===== config.mk =====
export PLATFORM = sky130hd
export DESIGN_NAME = fp_compare
export DESIGN_NICKNAME = d
export VERILOG_FILES = /design/src/common/toy_fp_pkg.sv /design/src/compare/fp_compare.sv
export SDC_FILE = /design/constraint.sdc
export NUM_CORES = 1
export LEC_CHECK = 0
export BUFFER_PORTS_ARGS = -buffer_cell sky130_fd_sc_hd__buf_2
export CORE_MARGIN = 1.5
export CORE_UTILIZATION = 30
export DETAILED_ROUTE_END_ITERATION = 8
export SYNTH_ARGS = -nofsm -noshare
export SYNTH_HDL_FRONTEND = slang
export SYNTH_SLANG_ARGS = --single-unit

===== constraint.sdc =====
create_clock -name vclk -period 2.3
set_clock_uncertainty 0.05 [all_clocks]
set_input_delay 0.23 -clock vclk [all_inputs]
set_output_delay 0.23 -clock vclk [all_outputs]
set_load 0.02 [all_outputs]

===== src/common/toy_fp_pkg.sv =====
`default_nettype none

package toy_fp_pkg;

    // ================================================
    // widths
    // ================================================
    localparam int REG_WIDTH        = 32;
    localparam int PHY_REG_ID_WIDTH = 6;
    localparam int INST_IDX_WIDTH   = 5;
    localparam int FFLAGS_WIDTH     = 5;
    localparam int CLASS_WIDTH      = 10;

    // single precision field positions
    localparam int SIGN_BIT  = 31;
    localparam int EXP_MSB   = 30;
    localparam int EXP_LSB   = 23;
    localparam int QUIET_BIT = 22;

    // exception flag positions, nv is the only one this unit raises
    localparam int FLAG_NV = 4;

    // ================================================
    // special encodings
    // ================================================
    localparam logic [REG_WIDTH-1:0] CANONICAL_NAN     = 32'h7fc0_0000;
    localparam logic [REG_WIDTH-1:0] ZERO_POSITIVE     = 32'h0000_0000;
    localparam logic [REG_WIDTH-1:0] ZERO_NEGATIVE     = 32'h8000_0000;
    localparam logic [REG_WIDTH-1:0] INFINITY_POSITIVE = 32'h7f80_0000;
    localparam logic [REG_WIDTH-1:0] INFINITY_NEGATIVE = 32'hff80_0000;

    // ================================================
    // operation codes
    // ================================================
    // riscv funct5, upper bits of funct7
    typedef enum logic [4:0] {
        FLOAT_SGNJ       = 5'b00100,
        FLOAT_MINMAX     = 5'b00101,
        FLOAT_CMP        = 5'b10100,
        FLOAT_MVXW_CLASS = 5'b11100,
        FLOAT_MVWX       = 5'b11110
    } fp_funct5_e;

    // funct3 codes repeat across groups, so the enum holds the raw codes
    // and each group gets its own names on top of them
    typedef enum logic [2:0] {
        F3_000 = 3'b000,
        F3_001 = 3'b001,
        F3_010 = 3'b010
    } fp_funct3_e;

    localparam fp_funct3_e FSGNJ_SGNJ   = F3_000;
    localparam fp_funct3_e FSGNJ_SGNJ_N = F3_001;
    localparam fp_funct3_e FSGNJ_SGNJ_X = F3_010;
    localparam fp_funct3_e FMINMAX_MIN  = F3_000;
    localparam fp_funct3_e FMINMAX_MAX  = F3_001;
    localparam fp_funct3_e FCMP_FLE     = F3_000;
    localparam fp_funct3_e FCMP_FLT     = F3_001;
    localparam fp_funct3_e FCMP_FEQ     = F3_010;
    localparam fp_funct3_e FMVCL_MV     = F3_000;
    localparam fp_funct3_e FMVCL_CLASS  = F3_001;

    // ================================================
    // payload structs
    // ================================================
    typedef struct packed {
        fp_funct5_e                  funct5;
        fp_funct3_e                  funct3;
        logic [PHY_REG_ID_WIDTH-1:0] inst_rd;
        logic                        inst_rd_en;
        logic                        inst_fp_rd_en;
        logic [INST_IDX_WIDTH-1:0]   inst_id;
        logic [REG_WIDTH-1:0]        reg_rs1_val;
        logic [REG_WIDTH-1:0]        reg_rs2_val;
    } fp_inst_t;

    typedef struct packed {
        logic sign;
        logic is_nan;
        logic is_snan;
        logic is_zero;
    } fp_class_t;

    typedef struct packed {
        logic                 eq;
        logic                 lt;
        logic [REG_WIDTH-1:0] min_val;
        logic [REG_WIDTH-1:0] max_val;
        logic                 nv;
    } fp_cmp_t;

    typedef struct packed {
        logic [REG_WIDTH-1:0]        reg_val;
        logic [PHY_REG_ID_WIDTH-1:0] reg_index;
        logic                        reg_wr_en;
        logic                        fp_reg_wr_en;
        logic [INST_IDX_WIDTH-1:0]   reg_inst_idx;
        logic [FFLAGS_WIDTH-1:0]     fflags;
        logic                        fflags_en;
        logic                        commit_en;
    } fp_wb_t;

endpackage

`default_nettype wire


===== src/compare/fp_compare.sv =====
`timescale 1ns/100ps
`default_nettype none

module fp_compare (
    input  wire logic [toy_fp_pkg::REG_WIDTH-1:0]   rs1_i,
    input  wire logic [toy_fp_pkg::REG_WIDTH-1:0]   rs2_i,
    input  toy_fp_pkg::fp_funct3_e                  funct3_i,
    input  toy_fp_pkg::fp_class_t                   rs1_class_i,
    input  toy_fp_pkg::fp_class_t                   rs2_class_i,
    output toy_fp_pkg::fp_cmp_t                     cmp_o
);
    import toy_fp_pkg::*;

    logic                 any_nan;
    logic                 any_snan;
    logic                 both_zero;
    logic [REG_WIDTH-2:0] rs1_mag;
    logic [REG_WIDTH-2:0] rs2_mag;
    logic                 eq_raw;
    logic                 lt_raw;

    assign any_nan   = rs1_class_i.is_nan | rs2_class_i.is_nan;
    assign any_snan  = rs1_class_i.is_snan | rs2_class_i.is_snan;
    assign both_zero = rs1_class_i.is_zero & rs2_class_i.is_zero;

    assign rs1_mag = rs1_i[REG_WIDTH-2:0];
    assign rs2_mag = rs2_i[REG_WIDTH-2:0];

    // ================================================
    // ordered compare on sign-magnitude
    // ================================================
    // +0 and -0 compare equal
    assign eq_raw = (rs1_i == rs2_i) | both_zero;

    always_comb begin
        if (rs1_class_i.sign != rs2_class_i.sign) begin
            // negative side is smaller unless both are zeros
            lt_raw = rs1_class_i.sign & ~both_zero;
        end else if (rs1_class_i.sign) begin
            // both negative, larger magnitude is smaller
            lt_raw = rs1_mag > rs2_mag;
        end else begin
            lt_raw = rs1_mag < rs2_mag;
        end
    end

    // ================================================
    // outputs
    // ================================================
    always_comb begin
        // unordered when any nan is present
        cmp_o.eq = eq_raw & ~any_nan;
        cmp_o.lt = lt_raw & ~any_nan;

        if (rs1_class_i.is_nan && rs2_class_i.is_nan) begin
            cmp_o.min_val = CANONICAL_NAN;
            cmp_o.max_val = CANONICAL_NAN;
        end else if (rs1_class_i.is_nan) begin
            cmp_o.min_val = rs2_i;
            cmp_o.max_val = rs2_i;
        end else if (rs2_class_i.is_nan) begin
            cmp_o.min_val = rs1_i;
            cmp_o.max_val = rs1_i;
        end else if (both_zero) begin
            // -0 orders below +0
            cmp_o.min_val = (rs1_class_i.sign | rs2_class_i.sign) ? ZERO_NEGATIVE
                                                                   : ZERO_POSITIVE;
            cmp_o.max_val = (rs1_class_i.sign & rs2_class_i.sign) ? ZERO_NEGATIVE
                                                                   : ZERO_POSITIVE;
        end else begin
            cmp_o.min_val = lt_raw ? rs1_i : rs2_i;
            cmp_o.max_val = lt_raw ? rs2_i : rs1_i;
        end

        // feq is quiet, flt and fle signal on any nan
        if (funct3_i == FCMP_FEQ) begin
            cmp_o.nv = any_snan;
        end else begin
            cmp_o.nv = any_nan;
        end
    end

endmodule

`default_nettype wire


==> flow_metrics.tcl <==
set metrics [dict create \
    setup_violations 66 \
    slowest_stage "o41a_4" \
    synth_top_cell_by_area "ha_1" \
    vias 3375 \
    path_depth 13 \
    worstSetupEndpointType "output port" \
    io_pins 142 \
    max_stage_delay_ns 0.49 \
    dieArea_mm2 0.00712 \
    worst_slew_pin_slew_ns 0.483 \
    gp_congestion 0.870 \
    clkbuf_count 0 \
    design.seq.count 0 \
    cts_hold_buf 0 \
    initial_core_util_pct 31.1 \
    nets 632 \
    drt.antenna.violating_nets 0 \
    peakVddDrop_v 0.000190 \
    path_common_cell "buf_12" \
    grt_pass1_vias 3197 \
    synth_top_area_share_pct 20.8 \
    mappedNetlistNets 426 \
    first_pass_iters 4 \
    maxSlewHeadroom_pct 67.6 \
    syn_inst 318 \
    core_area_mm2 0.00639 \
    layout_setup_ws_ns -0.668 \
    io_buffers 142 \
    status "finished, violations left" \
    die_y_um 84.4 \
    fin_crit_sh_pct 129 \
    rsz0062_at_grt "yes" \
    max_freq_mhz 337 \
    track_usage_pct 25.6 \
    violations "setup timing" \
    cap_violations 0 \
    gr-total-overflow 0 \
    grt_pass1_wl_um 15500 \
    fp.dieW_um 84.4 \
    avgRoutedWirePerCell_um 17.3 \
    crit_chain "buf_2 -> inv_2 -> ha_4 -> nand4_1 -> a21oi_1 -> o31a_1 -> o21a_4 -> o41a_4 -> a31oi_4 -> buf_12 -> buf_12 -> o22ai_4 -> buf_6" \
    routed_via_density 5.63 \
    start_kind "primary input" \
    hold_violations 0 \
    hold_depth 3 \
    place_ws_ns -0.715 \
    synth_area_mm2 0.00199 \
    antenna_found_initial 0 \
    synth_common_cells "nand2_1, inv_1, o22ai_1, ha_1, a21oi_1" \
    cp_top_family "compound AO/OA/AOI/OAI gates" \
    p_leak_nw 2.17 \
    synth_seq_area_share_pct 0 \
    final_util_pct 78.1 \
    drc_errors 0 \
    timing.final.crit_period_ns 2.97 \
    synth_area_leaders "ha_1, o22ai_1, nand2_1, inv_1, a21oi_1" \
    hpwl_um 7320 \
    rows 29 \
    crit_required_ns 2.02 \
    yosys_warnings 0 \
    grt_max_degree 20 \
    layout-drive-gt1-share_pct 69.0 \
    diodes 0 \
    drt-initial-drc-count 106 \
    worstPathMaxFanout 6 \
    avgSynthCellArea_um2 6.24 \
    routed_wl_um 10400 \
    area_delta_synth_final_pct 151 \
    synth.most_common_cell "nand2_1" \
    worst-path-buf-inv 5 \
    cp.arrival_ns 2.69 \
    min_path_type "in -> out" \
    crit_type "in -> out" \
    yosys.cell_types.count 44 \
    powerDensity_mw_per_mm2 292 \
    seq_area_um2 0 \
    slew_violations 0 \
]
==> layout make-up <==
class | count | area [um^2]
multi-input combinational | 253 | 2830
timing repair buffer | 223 | 1870
fill | 421 | 1400
inverter | 46 | 185
tap | 77 | 96.3
==> final timing paths <==
check / slack, ns / start / endpoint
worst max-delay path: -0.67 / rs2_i[6] / cmp_o[12]
worst min-delay path: 0.75 / rs2_i[29] / cmp_o[62]
==> kinds of logic after synthesis <==
group           Yosys count  share of synthesized area, %
compound gates          129                          45.6
simple gates             90                          20.0
buf+inv                  65                          13.1
fa+ha+maj                33                          20.8
xor+xnor                  1                         0.441
==> cell usage in the layout (no fill, tap or decap), types with 2 or more instances in the layout <==
| cell | n |
|---|---|
| a211oi_2 | 2 |
| a21oi_1 | 16 |
| a21oi_2 | 6 |
| a21oi_4 | 2 |
| a221o_1 | 8 |
| a31oi_1 | 2 |
| a31oi_4 | 3 |
| and3_4 | 2 |
| buf_12 | 7 |
| buf_16 | 2 |
| buf_2 | 86 |
| buf_4 | 63 |
| buf_6 | 59 |
| buf_8 | 4 |
| clkbuf_16 | 2 |
| ha_1 | 11 |
| ha_4 | 22 |
| inv_1 | 25 |
| inv_2 | 15 |
| inv_4 | 5 |
| nand2_1 | 53 |
| nand3_1 | 3 |
| nand3_2 | 3 |
| nand4_1 | 7 |
| nor2_1 | 8 |
| nor3_4 | 2 |
| o21a_1 | 3 |
| o21a_4 | 2 |
| o21ai_0 | 10 |
| o21ai_1 | 3 |
| o21ai_2 | 2 |
| o221ai_2 | 11 |
| o22ai_2 | 11 |
| o22ai_4 | 32 |
==> power breakdown <==
group | switching, W | internal [W] | total (W)
logic | 0.000752 | 0.000702 | 0.00145
registers | 0 | 0 | 0
clock network | 0 | 0 | 0
==> per-layer routing <==
metal  GRT usage [%]  wire length [um]  vias up  part of all wire (%)
li1                -                 -     1624                     -
met1            35.9              4530     1612                    44
met2            45.3              5320      127                    51
met3            1.18               403       12                   3.9
met4            2.05                96        0                  0.93
met5               0                 0        -                     0
==> per-stage QoR <==
| step | hold slack [ns] | power, W | setup TNS (ns) | instance area [um^2] | cells |
|---|---|---|---|---|---|
| finish | 0.753 | 0.00145 | -38.20 | 4990 | 599 |
| global route | 0.765 | 0.00154 | -43.18 | 4990 | 599 |
| CTS | 0.755 | 0.00129 | -37.84 | 4510 | 595 |
| detailed placement | 0.773 | 0.00115 | -43.26 | 4050 | 582 |
| global placement | 0.774 | 0.00114 | -42.17 | 4050 | 582 |
| floorplan | 0.581 | 0.000730 | -16.20 | 2770 | 318 |
==> repair_timing <==
| item | CTS | global route |
|---|---|---|
| pin swaps | 16 | 32 |
| cloned | 3 | 2 |
| endpoints found under the setup margin | 66 | 66 |
| resized for setup | 75 | 105 |
| buffers inserted | 10 | 9 |
No activity file was read; power rests on OpenSTA's default activity.
