<file path="src/common/toy_fp_pkg.sv">
`default_nettype none

package toy_fp_pkg;

    // ================================================
    // widths
    // ================================================
    localparam int REG_WIDTH        = 32;
    localparam int PHY_REG_ID_WIDTH = 6;
    localparam int INST_IDX_WIDTH   = 5;
    localparam int FFLAGS_WIDTH     = 5;
    localparam int CLASS_WIDTH      = 10;

    // single precision field positions
    localparam int SIGN_BIT  = 31;
    localparam int EXP_MSB   = 30;
    localparam int EXP_LSB   = 23;
    localparam int QUIET_BIT = 22;

    // exception flag positions, nv is the only one this unit raises
    localparam int FLAG_NV = 4;

    // ================================================
    // special encodings
    // ================================================
    localparam logic [REG_WIDTH-1:0] CANONICAL_NAN     = 32'h7fc0_0000;
    localparam logic [REG_WIDTH-1:0] ZERO_POSITIVE     = 32'h0000_0000;
    localparam logic [REG_WIDTH-1:0] ZERO_NEGATIVE     = 32'h8000_0000;
    localparam logic [REG_WIDTH-1:0] INFINITY_POSITIVE = 32'h7f80_0000;
    localparam logic [REG_WIDTH-1:0] INFINITY_NEGATIVE = 32'hff80_0000;

    // ================================================
    // operation codes
    // ================================================
    // riscv funct5, upper bits of funct7
    typedef enum logic [4:0] {
        FLOAT_SGNJ       = 5'b00100,
        FLOAT_MINMAX     = 5'b00101,
        FLOAT_CMP        = 5'b10100,
        FLOAT_MVXW_CLASS = 5'b11100,
        FLOAT_MVWX       = 5'b11110
    } fp_funct5_e;

    // funct3 codes repeat across groups, so the enum holds the raw codes
    // and each group gets its own names on top of them
    typedef enum logic [2:0] {
        F3_000 = 3'b000,
        F3_001 = 3'b001,
        F3_010 = 3'b010
    } fp_funct3_e;

    localparam fp_funct3_e FSGNJ_SGNJ   = F3_000;
    localparam fp_funct3_e FSGNJ_SGNJ_N = F3_001;
    localparam fp_funct3_e FSGNJ_SGNJ_X = F3_010;
    localparam fp_funct3_e FMINMAX_MIN  = F3_000;
    localparam fp_funct3_e FMINMAX_MAX  = F3_001;
    localparam fp_funct3_e FCMP_FLE     = F3_000;
    localparam fp_funct3_e FCMP_FLT     = F3_001;
    localparam fp_funct3_e FCMP_FEQ     = F3_010;
    localparam fp_funct3_e FMVCL_MV     = F3_000;
    localparam fp_funct3_e FMVCL_CLASS  = F3_001;

    // ================================================
    // payload structs
    // ================================================
    typedef struct packed {
        fp_funct5_e                  funct5;
        fp_funct3_e                  funct3;
        logic [PHY_REG_ID_WIDTH-1:0] inst_rd;
        logic                        inst_rd_en;
        logic                        inst_fp_rd_en;
        logic [INST_IDX_WIDTH-1:0]   inst_id;
        logic [REG_WIDTH-1:0]        reg_rs1_val;
        logic [REG_WIDTH-1:0]        reg_rs2_val;
    } fp_inst_t;

    typedef struct packed {
        logic sign;
        logic is_nan;
        logic is_snan;
        logic is_zero;
    } fp_class_t;

    typedef struct packed {
        logic                 eq;
        logic                 lt;
        logic [REG_WIDTH-1:0] min_val;
        logic [REG_WIDTH-1:0] max_val;
        logic                 nv;
    } fp_cmp_t;

    typedef struct packed {
        logic [REG_WIDTH-1:0]        reg_val;
        logic [PHY_REG_ID_WIDTH-1:0] reg_index;
        logic                        reg_wr_en;
        logic                        fp_reg_wr_en;
        logic [INST_IDX_WIDTH-1:0]   reg_inst_idx;
        logic [FFLAGS_WIDTH-1:0]     fflags;
        logic                        fflags_en;
        logic                        commit_en;
    } fp_wb_t;

endpackage

`default_nettype wire

</file>
<file path="src/source/fp_writeback.sv">
`timescale 1ns/100ps
`default_nettype none

module fp_writeback (
    input  wire logic                               clk,
    input  wire logic                               reset_i,
    input  wire logic                               instruction_vld_i,
    input  toy_fp_pkg::fp_inst_t                    inst_i,
    input  wire logic [toy_fp_pkg::REG_WIDTH-1:0]   result_i,
    input  wire logic                               reg_wr_en_i,
    input  wire logic                               fp_reg_wr_en_i,
    input  wire logic [toy_fp_pkg::FFLAGS_WIDTH-1:0] fflags_i,
    output toy_fp_pkg::fp_wb_t                      wb_o
);
    import toy_fp_pkg::*;

    // ================================================
    // write-back register
    // ================================================
    always_ff @(posedge clk) begin
        if (reset_i) begin
            wb_o <= '0;
        end else begin
            wb_o.reg_wr_en    <= reg_wr_en_i;
            wb_o.fp_reg_wr_en <= fp_reg_wr_en_i;
            wb_o.fflags_en    <= instruction_vld_i;
            wb_o.commit_en    <= instruction_vld_i;
            // payload holds the last accepted instruction
            if (instruction_vld_i) begin
                wb_o.reg_val      <= result_i;
                wb_o.reg_index    <= inst_i.inst_rd;
                wb_o.reg_inst_idx <= inst_i.inst_id;
                wb_o.fflags       <= fflags_i;
            end
        end
    end

    // one register file per instruction
    assert property (@(posedge clk) disable iff (reset_i)
        !(wb_o.reg_wr_en && wb_o.fp_reg_wr_en))
        else $error("integer and float write enables both high");

    // writes only come with a commit
    assert property (@(posedge clk) disable iff (reset_i)
        (wb_o.reg_wr_en || wb_o.fp_reg_wr_en || wb_o.fflags_en) |-> wb_o.commit_en)
        else $error("write-back enable without commit");

endmodule

`default_nettype wire

</file>
<file path="config.mk">
export PLATFORM = sky130hd
export DESIGN_NAME = fp_writeback
export DESIGN_NICKNAME = d
export VERILOG_FILES = /design/src/common/toy_fp_pkg.sv /design/src/source/fp_writeback.sv
export SDC_FILE = /design/constraint.sdc
export NUM_CORES = 1
export LEC_CHECK = 0
export BUFFER_PORTS_ARGS = -buffer_cell sky130_fd_sc_hd__buf_2
export CAP_MARGIN = 10
export CELL_PAD_IN_SITES_DETAIL_PLACEMENT = 0
export CELL_PAD_IN_SITES_GLOBAL_PLACEMENT = 1
export CORE_MARGIN = 2
export CORE_UTILIZATION = 26
export DETAILED_ROUTE_END_ITERATION = 10
export GPL_TIMING_DRIVEN = 0
export HOLD_SLACK_MARGIN = 0.03
export PLACE_DENSITY = 0.95
export RECOVER_POWER = 50
export SLEW_MARGIN = 15
export SYNTH_ARGS = -nofsm -noshare
export SYNTH_HDL_FRONTEND = slang
export SYNTH_SLANG_ARGS = --single-unit
</file>
<file path="constraint.sdc">
create_clock -name clk -period 2.57 [get_ports clk]
set_clock_uncertainty 0.05 [all_clocks]
set_input_delay 0.514 -clock clk [delete_from_list [all_inputs] [get_ports clk]]
set_output_delay 0.514 -clock clk [all_outputs]
set_load 0.01 [all_outputs]
</file>
==> summary.txt <==
Power and ir drop
  – Worst supply voltage drop on vdd: 0.000174 V
  – Part of the total power dissipated in sequential elements: 0.563
  – Sum of internal, switching and leakage power: 1.52 mW
  – Total net switching power: 0.386 mW
  – Part of the total power dissipated in combinational logic: 0.143
  – Clock share of power: 0.294
  – Switching power share of the total: 0.253
  – Design internal power: 1.14 mW
  – Power per cell area: 618 nW/um^2
  – Leakage: 1.33 nW

Synthesis
  – Number of cells produced by synthesis: 163
  – Combinational family with the most area after synthesis: multiplexers
  – Area share of and/or/nand/nor cells after synthesis: 0.111
  – Post-synthesis sequential area ratio: 0.567
  – Post-synth cell types: 9
  – Synthesized-area fraction occupied by adder cells: 0
  – Average footprint of a synthesized cell: 11.0 sq um
  – Mapped Area: 1800 sq um
  – Warnings, synthesis: 0
  – #FFs+latches synth: 51
  – Multiplexer area fraction after synthesis: 0.267
  – Xor/xnor share of the synthesized area: 0
  – Nets in the synthesized netlist: 290
  – Share of the synthesized area in compound gates (AO/OA/AOI/OAI): 0

CTS
  – H-tree level count: 2
  – Gates resized, CTS repair: 0
  – Post-CTS setup-driven buffer insertion count: 0
  – Buffer levels on the longest clock path: 2
  – Clock tree from TritonCTS: built
  – Clock latency at the later pin of the worst-skew pair: 0.29 ns
  – Clock buffer count from CTS: 5
  – Number of hold-repair buffers added at the cts stage: 0
  – Root Buffer Master: sky130_fd_sc_hd__clkbuf_8
  – CTS clock-pin slew for the worst setup and hold paths: 0.09 ns
  – CTS sink cnt: 51

Route
  – Drt via density: 4.18
  – Average wire per standard cell: 11.7 um
  – Sum of routed wire length over all layers: 4.15 mm
  – DRT iter0 DRCs: 30
  – Number of DRC violations after detailed routing: 0
  – Total vias in the final route: 1476
  – First-pass detailed-route iteration total: 4
  – Antenna-violating nets left: 0

Die
  – Initial cell density of the core: 0.266
  – Die outline area: 7600 sq um
  – Core Region: 6760 sq um
  – Number of rows in the core area: 30
  – Die outline width: 87.2 um
  – I/O pin count: 179
  – Height of the die: 87.2 um

Setup path
  – Reg2Reg Launch Point: wb_o[25]
  – Startpoint type of the worst setup path: input pin
  – Arrival time of the worst setup path: 1.99 ns
  – Slowest-stage cell, CP: sky130_fd_sc_hd__clkbuf_1
  – Cell Chain, Critical Path: buf_6 > clkbuf_1 > clkbuf_1 > mux2i_1 > nor2_1
  – Delay contributed by the slowest stage of the critical path: 0.56 ns
  – Required time reported for the critical path endpoint: 2.70 ns
  – Crit-path max FO: 10
  – Origin of the worst setup path: instruction_vld_i
  – Element type at the critical path end: register
  – Crit Path Class: in -> reg
  – Critical Path Most Common Cell: sky130_fd_sc_hd__clkbuf_1

Global route
  – Via count of the first global-routing pass: 1350
  – Largest net degree at the start of global routing: 16
  – Global-route wire length before repair: 6.21 mm
  – Global-route congestion overflow total: 0
  – Antenna violations before repair: 0
  – GRT Total Usage: 0.107

Timing
  – Post-route fraction of the period consumed by the critical path: 0.722
  – Hold violation count in the final report: 0
  – Max-slew headroom: 0.549
  – Number of setup violations in the final report: 0
  – Setup_tns: 0 ns
  – Crit path time final: 1.86 ns
  – Slew at the pin with the worst max-slew slack: 0.677 ns
  – Pins Over Slew Limit: 0
  – Unrepaired setup endpoints after global routing: no
  – Final hold slack: 0.370 ns
  – Peak clock frequency supported by timing: 539 MHz

Finish
  – Top flop regs: wb_o x51
  – Area of the multi-input gates: 679 sq um
  – Most common cell after layout, fill and taps aside: sky130_fd_sc_hd__buf_2
  – Filler Cell Count: 709
  – FF+latch area: 1020 sq um
  – Total number of nets in the final design: 399
  – Max reg flops: 51
  – Synth-to-Final Area Change: 37.1%
  – Most flop-heavy register: wb_o
  – Layout cell share with drive strength beyond 1: 0.418
  – Diodes inserted: 0
  – Commonest cells after routing, fill and taps aside: sky130_fd_sc_hd__buf_2 (102), sky130_fd_sc_hd__dfxtp_1 (51), sky130_fd_sc_hd__mux2i_1 (48), sky130_fd_sc_hd__nor2_1 (48), sky130_fd_sc_hd__clkbuf_1 (9)

Min path
  – Worst Min Path Start: reg_wr_en_i
  – Kind of path behind the tightest hold check: in -> reg

Place
  – Global placer's final weighted congestion: 0.669
  – Port buffer count: 102
  – Half-perimeter wire length of the detailed placement result: 3.22 mm

Status
  – Outcome: complete, no violations

Run
  – Reported max-cap violation count: 0
## critical path, delay by kind of cell
kind / cells / cell delay (ns)
AND/OR/NAND/NOR: 1 / 0.06
multiplexers: 1 / 0.25
buffers and inverters: 3 / 1.16
## layout make-up
| cell class | instances | area share |
|---|---|---|
| Sequential cell | 51 | 0.414 |
| Tap cell | 80 | 0.0406 |
| Multi-Input combinational cell | 99 | 0.275 |
| Clock inverter | 2 | 0.00507 |
| Clock buffer | 6 | 0.0294 |
| Timing Repair Buffer | 102 | 0.207 |
| Buffer | 13 | 0.0289 |
## cell families (layout without fill, tap and decap cells)
family | count (synthesis) | count (layout)
DFF | 51 | 51
buffers and inverters | 13 | 123
muxes | 48 | 48
and+or+nand+nor | 51 | 51
## metal layers
layer,GRT usage,up-vias,wire [um]
met4,0.0392,0,93
met1,0.125,650,1800
li1,-,743,-
met2,0.176,74,1890
met5,0,-,0
met3,0.0436,9,365
## cells in the mapped netlist
cell type                  number  share of area
sky130_fd_sc_hd__dfxtp_1       51           0.57
sky130_fd_sc_hd__mux2i_1       48           0.27
sky130_fd_sc_hd__nor2_1        48           0.10
sky130_fd_sc_hd__clkbuf_1       6          0.013
sky130_fd_sc_hd__buf_4          4          0.017
sky130_fd_sc_hd__nor2b_1        3          0.010
sky130_fd_sc_hd__buf_12         1          0.011
sky130_fd_sc_hd__buf_6          1         0.0063
sky130_fd_sc_hd__buf_8          1         0.0083
## power by group through the flow
stage / Combinational, mW / Sequential [mW] / Clock, mW
finish: 0.218 / 0.858 / 0.447
global route: 0.243 / 0.864 / 0.499
CTS: 0.229 / 0.859 / 0.472
detailed placement: 0.228 / 0.876 / 0
global placement: 0.224 / 0.875 / 0
floorplan: 0.101 / 0.899 / 0
## per-stage QoR
step | area [sq um] | worst slack, ns | utilization | std cells
floorplan | 1800 | 1.31 | - | 163
finish | 2470 | 0.713 | 0.365 | 353
detailed placement | 2410 | 1.09 | 0.357 | 345
CTS | 2490 | 1.12 | 0.369 | 353
global placement | 2410 | 1.11 | 0.357 | 345
global route | 2470 | 0.574 | 0.365 | 353
## path summary, 6_finish.rpt
kind                    to  cells after the start  slack, ns
setup / recovery  wb_o[47]                      5       0.71
hold / removal    wb_o[13]                      2       0.37
setup reg to reg  wb_o[25]                      2       1.85
hold reg to reg   wb_o[29]                      2       0.44
(Power assumes the default switching activity.)
