## src/common/toy_fp_pkg.sv

```systemverilog
`default_nettype none

package toy_fp_pkg;

    // ================================================
    // widths
    // ================================================
    localparam int REG_WIDTH        = 32;
    localparam int PHY_REG_ID_WIDTH = 6;
    localparam int INST_IDX_WIDTH   = 5;
    localparam int FFLAGS_WIDTH     = 5;
    localparam int CLASS_WIDTH      = 10;

    // single precision field positions
    localparam int SIGN_BIT  = 31;
    localparam int EXP_MSB   = 30;
    localparam int EXP_LSB   = 23;
    localparam int QUIET_BIT = 22;

    // exception flag positions, nv is the only one this unit raises
    localparam int FLAG_NV = 4;

    // ================================================
    // special encodings
    // ================================================
    localparam logic [REG_WIDTH-1:0] CANONICAL_NAN     = 32'h7fc0_0000;
    localparam logic [REG_WIDTH-1:0] ZERO_POSITIVE     = 32'h0000_0000;
    localparam logic [REG_WIDTH-1:0] ZERO_NEGATIVE     = 32'h8000_0000;
    localparam logic [REG_WIDTH-1:0] INFINITY_POSITIVE = 32'h7f80_0000;
    localparam logic [REG_WIDTH-1:0] INFINITY_NEGATIVE = 32'hff80_0000;

    // ================================================
    // operation codes
    // ================================================
    // riscv funct5, upper bits of funct7
    typedef enum logic [4:0] {
        FLOAT_SGNJ       = 5'b00100,
        FLOAT_MINMAX     = 5'b00101,
        FLOAT_CMP        = 5'b10100,
        FLOAT_MVXW_CLASS = 5'b11100,
        FLOAT_MVWX       = 5'b11110
    } fp_funct5_e;

    // funct3 codes repeat across groups, so the enum holds the raw codes
    // and each group gets its own names on top of them
    typedef enum logic [2:0] {
        F3_000 = 3'b000,
        F3_001 = 3'b001,
        F3_010 = 3'b010
    } fp_funct3_e;

    localparam fp_funct3_e FSGNJ_SGNJ   = F3_000;
    localparam fp_funct3_e FSGNJ_SGNJ_N = F3_001;
    localparam fp_funct3_e FSGNJ_SGNJ_X = F3_010;
    localparam fp_funct3_e FMINMAX_MIN  = F3_000;
    localparam fp_funct3_e FMINMAX_MAX  = F3_001;
    localparam fp_funct3_e FCMP_FLE     = F3_000;
    localparam fp_funct3_e FCMP_FLT     = F3_001;
    localparam fp_funct3_e FCMP_FEQ     = F3_010;
    localparam fp_funct3_e FMVCL_MV     = F3_000;
    localparam fp_funct3_e FMVCL_CLASS  = F3_001;

    // ================================================
    // payload structs
    // ================================================
    typedef struct packed {
        fp_funct5_e                  funct5;
        fp_funct3_e                  funct3;
        logic [PHY_REG_ID_WIDTH-1:0] inst_rd;
        logic                        inst_rd_en;
        logic                        inst_fp_rd_en;
        logic [INST_IDX_WIDTH-1:0]   inst_id;
        logic [REG_WIDTH-1:0]        reg_rs1_val;
        logic [REG_WIDTH-1:0]        reg_rs2_val;
    } fp_inst_t;

    typedef struct packed {
        logic sign;
        logic is_nan;
        logic is_snan;
        logic is_zero;
    } fp_class_t;

    typedef struct packed {
        logic                 eq;
        logic                 lt;
        logic [REG_WIDTH-1:0] min_val;
        logic [REG_WIDTH-1:0] max_val;
        logic                 nv;
    } fp_cmp_t;

    typedef struct packed {
        logic [REG_WIDTH-1:0]        reg_val;
        logic [PHY_REG_ID_WIDTH-1:0] reg_index;
        logic                        reg_wr_en;
        logic                        fp_reg_wr_en;
        logic [INST_IDX_WIDTH-1:0]   reg_inst_idx;
        logic [FFLAGS_WIDTH-1:0]     fflags;
        logic                        fflags_en;
        logic                        commit_en;
    } fp_wb_t;

endpackage

`default_nettype wire

```

## src/source/fp_result_mux.sv

```systemverilog
`timescale 1ns/100ps
`default_nettype none

module fp_result_mux (
    input  toy_fp_pkg::fp_inst_t                    inst_i,
    input  wire logic                               instruction_vld_i,
    input  toy_fp_pkg::fp_class_t                   rs1_class_i,
    input  toy_fp_pkg::fp_class_t                   rs2_class_i,
    input  wire logic [toy_fp_pkg::CLASS_WIDTH-1:0] class_mask_i,
    input  toy_fp_pkg::fp_cmp_t                     cmp_i,
    output logic [toy_fp_pkg::REG_WIDTH-1:0]        result_o,
    output logic                                    reg_wr_en_o,
    output logic                                    fp_reg_wr_en_o,
    output logic [toy_fp_pkg::FFLAGS_WIDTH-1:0]     fflags_o
);
    import toy_fp_pkg::*;

    logic [REG_WIDTH-1:0] rs1_val;
    logic [REG_WIDTH-1:0] rs2_val;
    logic                 int_dst;
    logic                 fp_dst;
    logic                 nv_flag;

    assign rs1_val = inst_i.reg_rs1_val;
    assign rs2_val = inst_i.reg_rs2_val;

    // ================================================
    // result and destination select
    // ================================================
    always_comb begin
        result_o = '0;
        int_dst  = 1'b0;
        fp_dst   = 1'b0;
        nv_flag  = 1'b0;
        case (inst_i.funct5)
            FLOAT_SGNJ: begin
                fp_dst = 1'b1;
                case (inst_i.funct3)
                    FSGNJ_SGNJ:   result_o = {rs2_val[SIGN_BIT], rs1_val[SIGN_BIT-1:0]};
                    FSGNJ_SGNJ_N: result_o = {~rs2_val[SIGN_BIT], rs1_val[SIGN_BIT-1:0]};
                    FSGNJ_SGNJ_X: begin
                        result_o = {rs1_val[SIGN_BIT] ^ rs2_val[SIGN_BIT],
                                    rs1_val[SIGN_BIT-1:0]};
                    end
                    default:      fp_dst = 1'b0;
                endcase
            end
            FLOAT_MINMAX: begin
                fp_dst = 1'b1;
                // codes overlap fle/flt, so the snan rule is applied here
                nv_flag = rs1_class_i.is_snan | rs2_class_i.is_snan;
                case (inst_i.funct3)
                    FMINMAX_MIN: result_o = cmp_i.min_val;
                    FMINMAX_MAX: result_o = cmp_i.max_val;
                    default: begin
                        fp_dst  = 1'b0;
                        nv_flag = 1'b0;
                    end
                endcase
            end
            FLOAT_CMP: begin
                int_dst = 1'b1;
                nv_flag = cmp_i.nv;
                case (inst_i.funct3)
                    FCMP_FEQ: result_o = {{(REG_WIDTH-1){1'b0}}, cmp_i.eq};
                    FCMP_FLT: result_o = {{(REG_WIDTH-1){1'b0}}, cmp_i.lt};
                    FCMP_FLE: result_o = {{(REG_WIDTH-1){1'b0}}, cmp_i.eq | cmp_i.lt};
                    default: begin
                        int_dst = 1'b0;
                        nv_flag = 1'b0;
                    end
                endcase
            end
            FLOAT_MVXW_CLASS: begin
                int_dst = 1'b1;
                case (inst_i.funct3)
                    FMVCL_MV:    result_o = rs1_val;
                    FMVCL_CLASS: result_o = {{(REG_WIDTH-CLASS_WIDTH){1'b0}}, class_mask_i};
                    default:     int_dst  = 1'b0;
                endcase
            end
            FLOAT_MVWX: begin
                if (inst_i.funct3 == FMVCL_MV) begin
                    fp_dst   = 1'b1;
                    result_o = rs1_val;
                end
            end
            default: begin
                // unsupported group, nothing written
                fp_dst = 1'b0;
            end
        endcase
    end

    assign reg_wr_en_o    = instruction_vld_i & int_dst & inst_i.inst_rd_en;
    assign fp_reg_wr_en_o = instruction_vld_i & fp_dst & inst_i.inst_fp_rd_en;

    always_comb begin
        fflags_o          = '0;
        fflags_o[FLAG_NV] = nv_flag;
    end

endmodule

`default_nettype wire

```

## config.mk

```make
export PLATFORM = sky130hd
export DESIGN_NAME = fp_result_mux
export DESIGN_NICKNAME = d
export VERILOG_FILES = /design/src/common/toy_fp_pkg.sv /design/src/source/fp_result_mux.sv
export SDC_FILE = /design/constraint.sdc
export NUM_CORES = 1
export LEC_CHECK = 0
export ABC_AREA = 1
export BUFFER_PORTS_ARGS = -buffer_cell sky130_fd_sc_hd__buf_4
export CAP_MARGIN = 5
export CORE_AREA = 2 2 81 83
export DETAILED_ROUTE_END_ITERATION = 6
export DIE_AREA = 0 0 83 85
export SLEW_MARGIN = 25
export SYNTH_ARGS = -nofsm -noshare
export SYNTH_HDL_FRONTEND = slang
export SYNTH_SLANG_ARGS = --single-unit
```

## constraint.sdc

```tcl
create_clock -name vclk -period 1.3
set_input_delay 0.13 -clock vclk [all_inputs]
set_output_delay 0.13 -clock vclk [all_outputs]
set_load 0.005 [all_outputs]
```

==> parameters.txt <==
Parameter                              Value

Status
  Status    complete, no violations

Power and ir drop
  Clk pwr share    0%
  Internal power    ~340 uW
  Proportion of total power due to net switching    38.12%
  Pwr Density    189.1 nW/um^2
  Share of power burned in registers    0%
  Switching power total    210.3 uW
  Combinational group share of total power    100.0%
  Leakage component of the power    roughly 1.7 nW
  IR drop worst, VDD    0.0001057 V

Synthesis
  Number of distinct library cells after synthesis    25
  Post-synth top area share    55.59%
  Cell type contributing the most total cell area after synthesis    sky130_fd_sc_hd__nand2_1
  Proportion of synthesized chip area in sequential cells    0%
  Top area cells in the synthesized netlist    sky130_fd_sc_hd__nand2_1, sky130_fd_sc_hd__buf_6, sky130_fd_sc_hd__nand3_1
  Mean area per synthesized cell    4.748 um^2
  Area of the mapped netlist    1344 um^2
  Cells after synthesis    283
  Number of warning messages in the yosys log    0

STA
  Clock period minus final worst setup slack    1293 ps
  Setup repair after global routing missed its margin    true
  Final setup violation count    0
  Min setup slack post-route    6.857 ps
  Fraction of the cycle the final worst path needs    99.47%
  Final-report hold violation count    0
  Highest clock rate    a little under 0.8 GHz
  Number of max-slew violations in the final report    0

Final layout
  Cell Count, Final, Fillers Out    roughly 530
  Final cell area excluding filler cells    2918 um^2
  Area growth from synthesis to final layout    117.1%
  Antenna diodes    0
  End-of-flow core utilization    approximately 47%
  FF/Latch Area    0 um^2
  Total of clock buffers placed in the layout    0
  Leading cell types in the layout, fill and taps excluded    sky130_fd_sc_hd__nand2_1, sky130_fd_sc_hd__buf_4, sky130_fd_sc_hd__nand2_2
  Final sequential cell count    0
  Most common library cell in the layout ignoring fill and taps    sky130_fd_sc_hd__nand2_1
  Fraction of final layout cells with drive strength greater than 1    53.13%
  Final net count    approximately 620

Global route
  Overall routing resource usage    14.65%
  Layer with the highest usage after global routing    met2
  Met1 usage in global routing    18.02%
  GR Util met2    27.79%
  Met3 usage in global routing    between 2 and 2.5%
  Number of antenna violations at the first check in global routing    0
  Via count of the first global-routing pass    roughly 2100
  Maximum number of pins on one net before global-route repair    21
  Global-route wire length before repair    9246 um
  Total overflow reported by the global router    0

Die
  Die extent in x    83 um
  Starting Density    21.66%
  Core footprint    ~6200 um^2
  Num ports    210
  Floorplan die height    85 um
  Site row count    29
  Die outline area    between 7000 and 8000 um^2

Setup path
  Critical Setup Path Class    in -> out
  Crit-path cells    buf_4 > inv_2 > nand3_2 > nor2_4 > nand2_2 > nand2_8 > buf_12 > nand2_2 > nand3_2 > buf_4
  Cell with the largest stage delay on the worst path    sky130_fd_sc_hd__buf_12
  Worst-path maximum fanout    11
  Largest stage delay on the critical path    150 ps
  Launching element type of the critical path    primary input
  Arrival time of data at the critical path endpoint    1160 ps
  CP Data Required Time    1170 ps
  Critical Path Sink Type    primary output

Routing
  Average via count per standard cell    4.290
  Count of vias placed by the detailed router    about 2300
  DRC errors left    0
  Number of detailed-route iterations in the first pass    4
  Overall routed net length    6004 um
  Number of nets still failing antenna checks after routing    0
  Initial drt markers    49
  Routed len/inst    11.44 um

Placed design
  Routability congestion estimate    0.8699
  Placement-stage worst setup slack    -8.910 ps
  Number of placed instances, taps included    517
  Final HPWL DP    ~4500 um
  Buffers added on ports    ~160
  Placed Area    2664 um^2

Min path
  Class of the most critical hold timing path    in -> out

Job
  Number of max-cap violations    0

Clock tree
  Hold-fix buffer count after cts    0
## cells in the mapped netlist, drive strengths merged
cell and n:
buf 17, nand4 1, o22ai 1, inv 12, nor2 10, nor3 2
nand2 213, a21oi 4, o21ai 1, conb 1, nand3 21
## kinds of logic after synthesis
logic type | after synthesis | share of synthesized area [%]
buf+inv | 29 | 15.55
simple gates | 247 | 81.56
other cells | 1 | 0.2791
compound gates | 6 | 2.607
## worst max-delay path, delay by kind of cell
family,cells,cell delay (ps)
buffers and inverters,4,460
and+or+nand+nor,6,560
## worst paths after layout
| path | from | endpoint | slack [ps] | cells past startpoint |
|---|---|---|---|---|
| max | inst_i[83] | result_o[5] | 7 | 10 |
| min | inst_i[51] | result_o[19] | 520 | 4 |
## per-stage QoR
step           hold slack (ps)  power [mW]  TNS (ps)
3_3_place_gp             518.0      0.5042         0
2_1_floorplan            334.3      0.1588         0
3_5_place_dp             520.2      0.5078    -27.50
5_1_grt                  535.2      0.6038    -760.6
4_1_cts                  521.2      0.5113         0
6_report                 520.9      0.5518         0
## layer usage
layer / vias up / share of wire [%]
li1: 1188 / -
met1: 936 / 41
met2: 118 / 50
met3: 10 / 7.5
met4: 0 / 1.7
met5: - / 0
## layout make-up
cell class,count,area [um^2]
fill,665,3287
inverter,12,60.06
multi-input combinational,257,1235
tap,77,96.34
timing repair buffer,179,1526
## power by group through the flow
stage / Clock, mW / Combinational [mW] / Sequential [mW]
2_1_floorplan: 0 / 0.159 / 0
3_3_place_gp: 0 / 0.504 / 0
3_5_place_dp: 0 / 0.508 / 0
4_1_cts: 0 / 0.511 / 0
5_1_grt: 0 / 0.604 / 0
6_report: 0 / 0.552 / 0
## repair_timing
item | 4_1_cts | 5_1_grt
pin swaps | 1 | 16
resized for setup | 1 | 42
gates cloned | 0 | 4
setup endpoints to repair | 7 | 33
setup buffers | 1 | 3
Note: power is estimated with default switching activity, not from simulation.
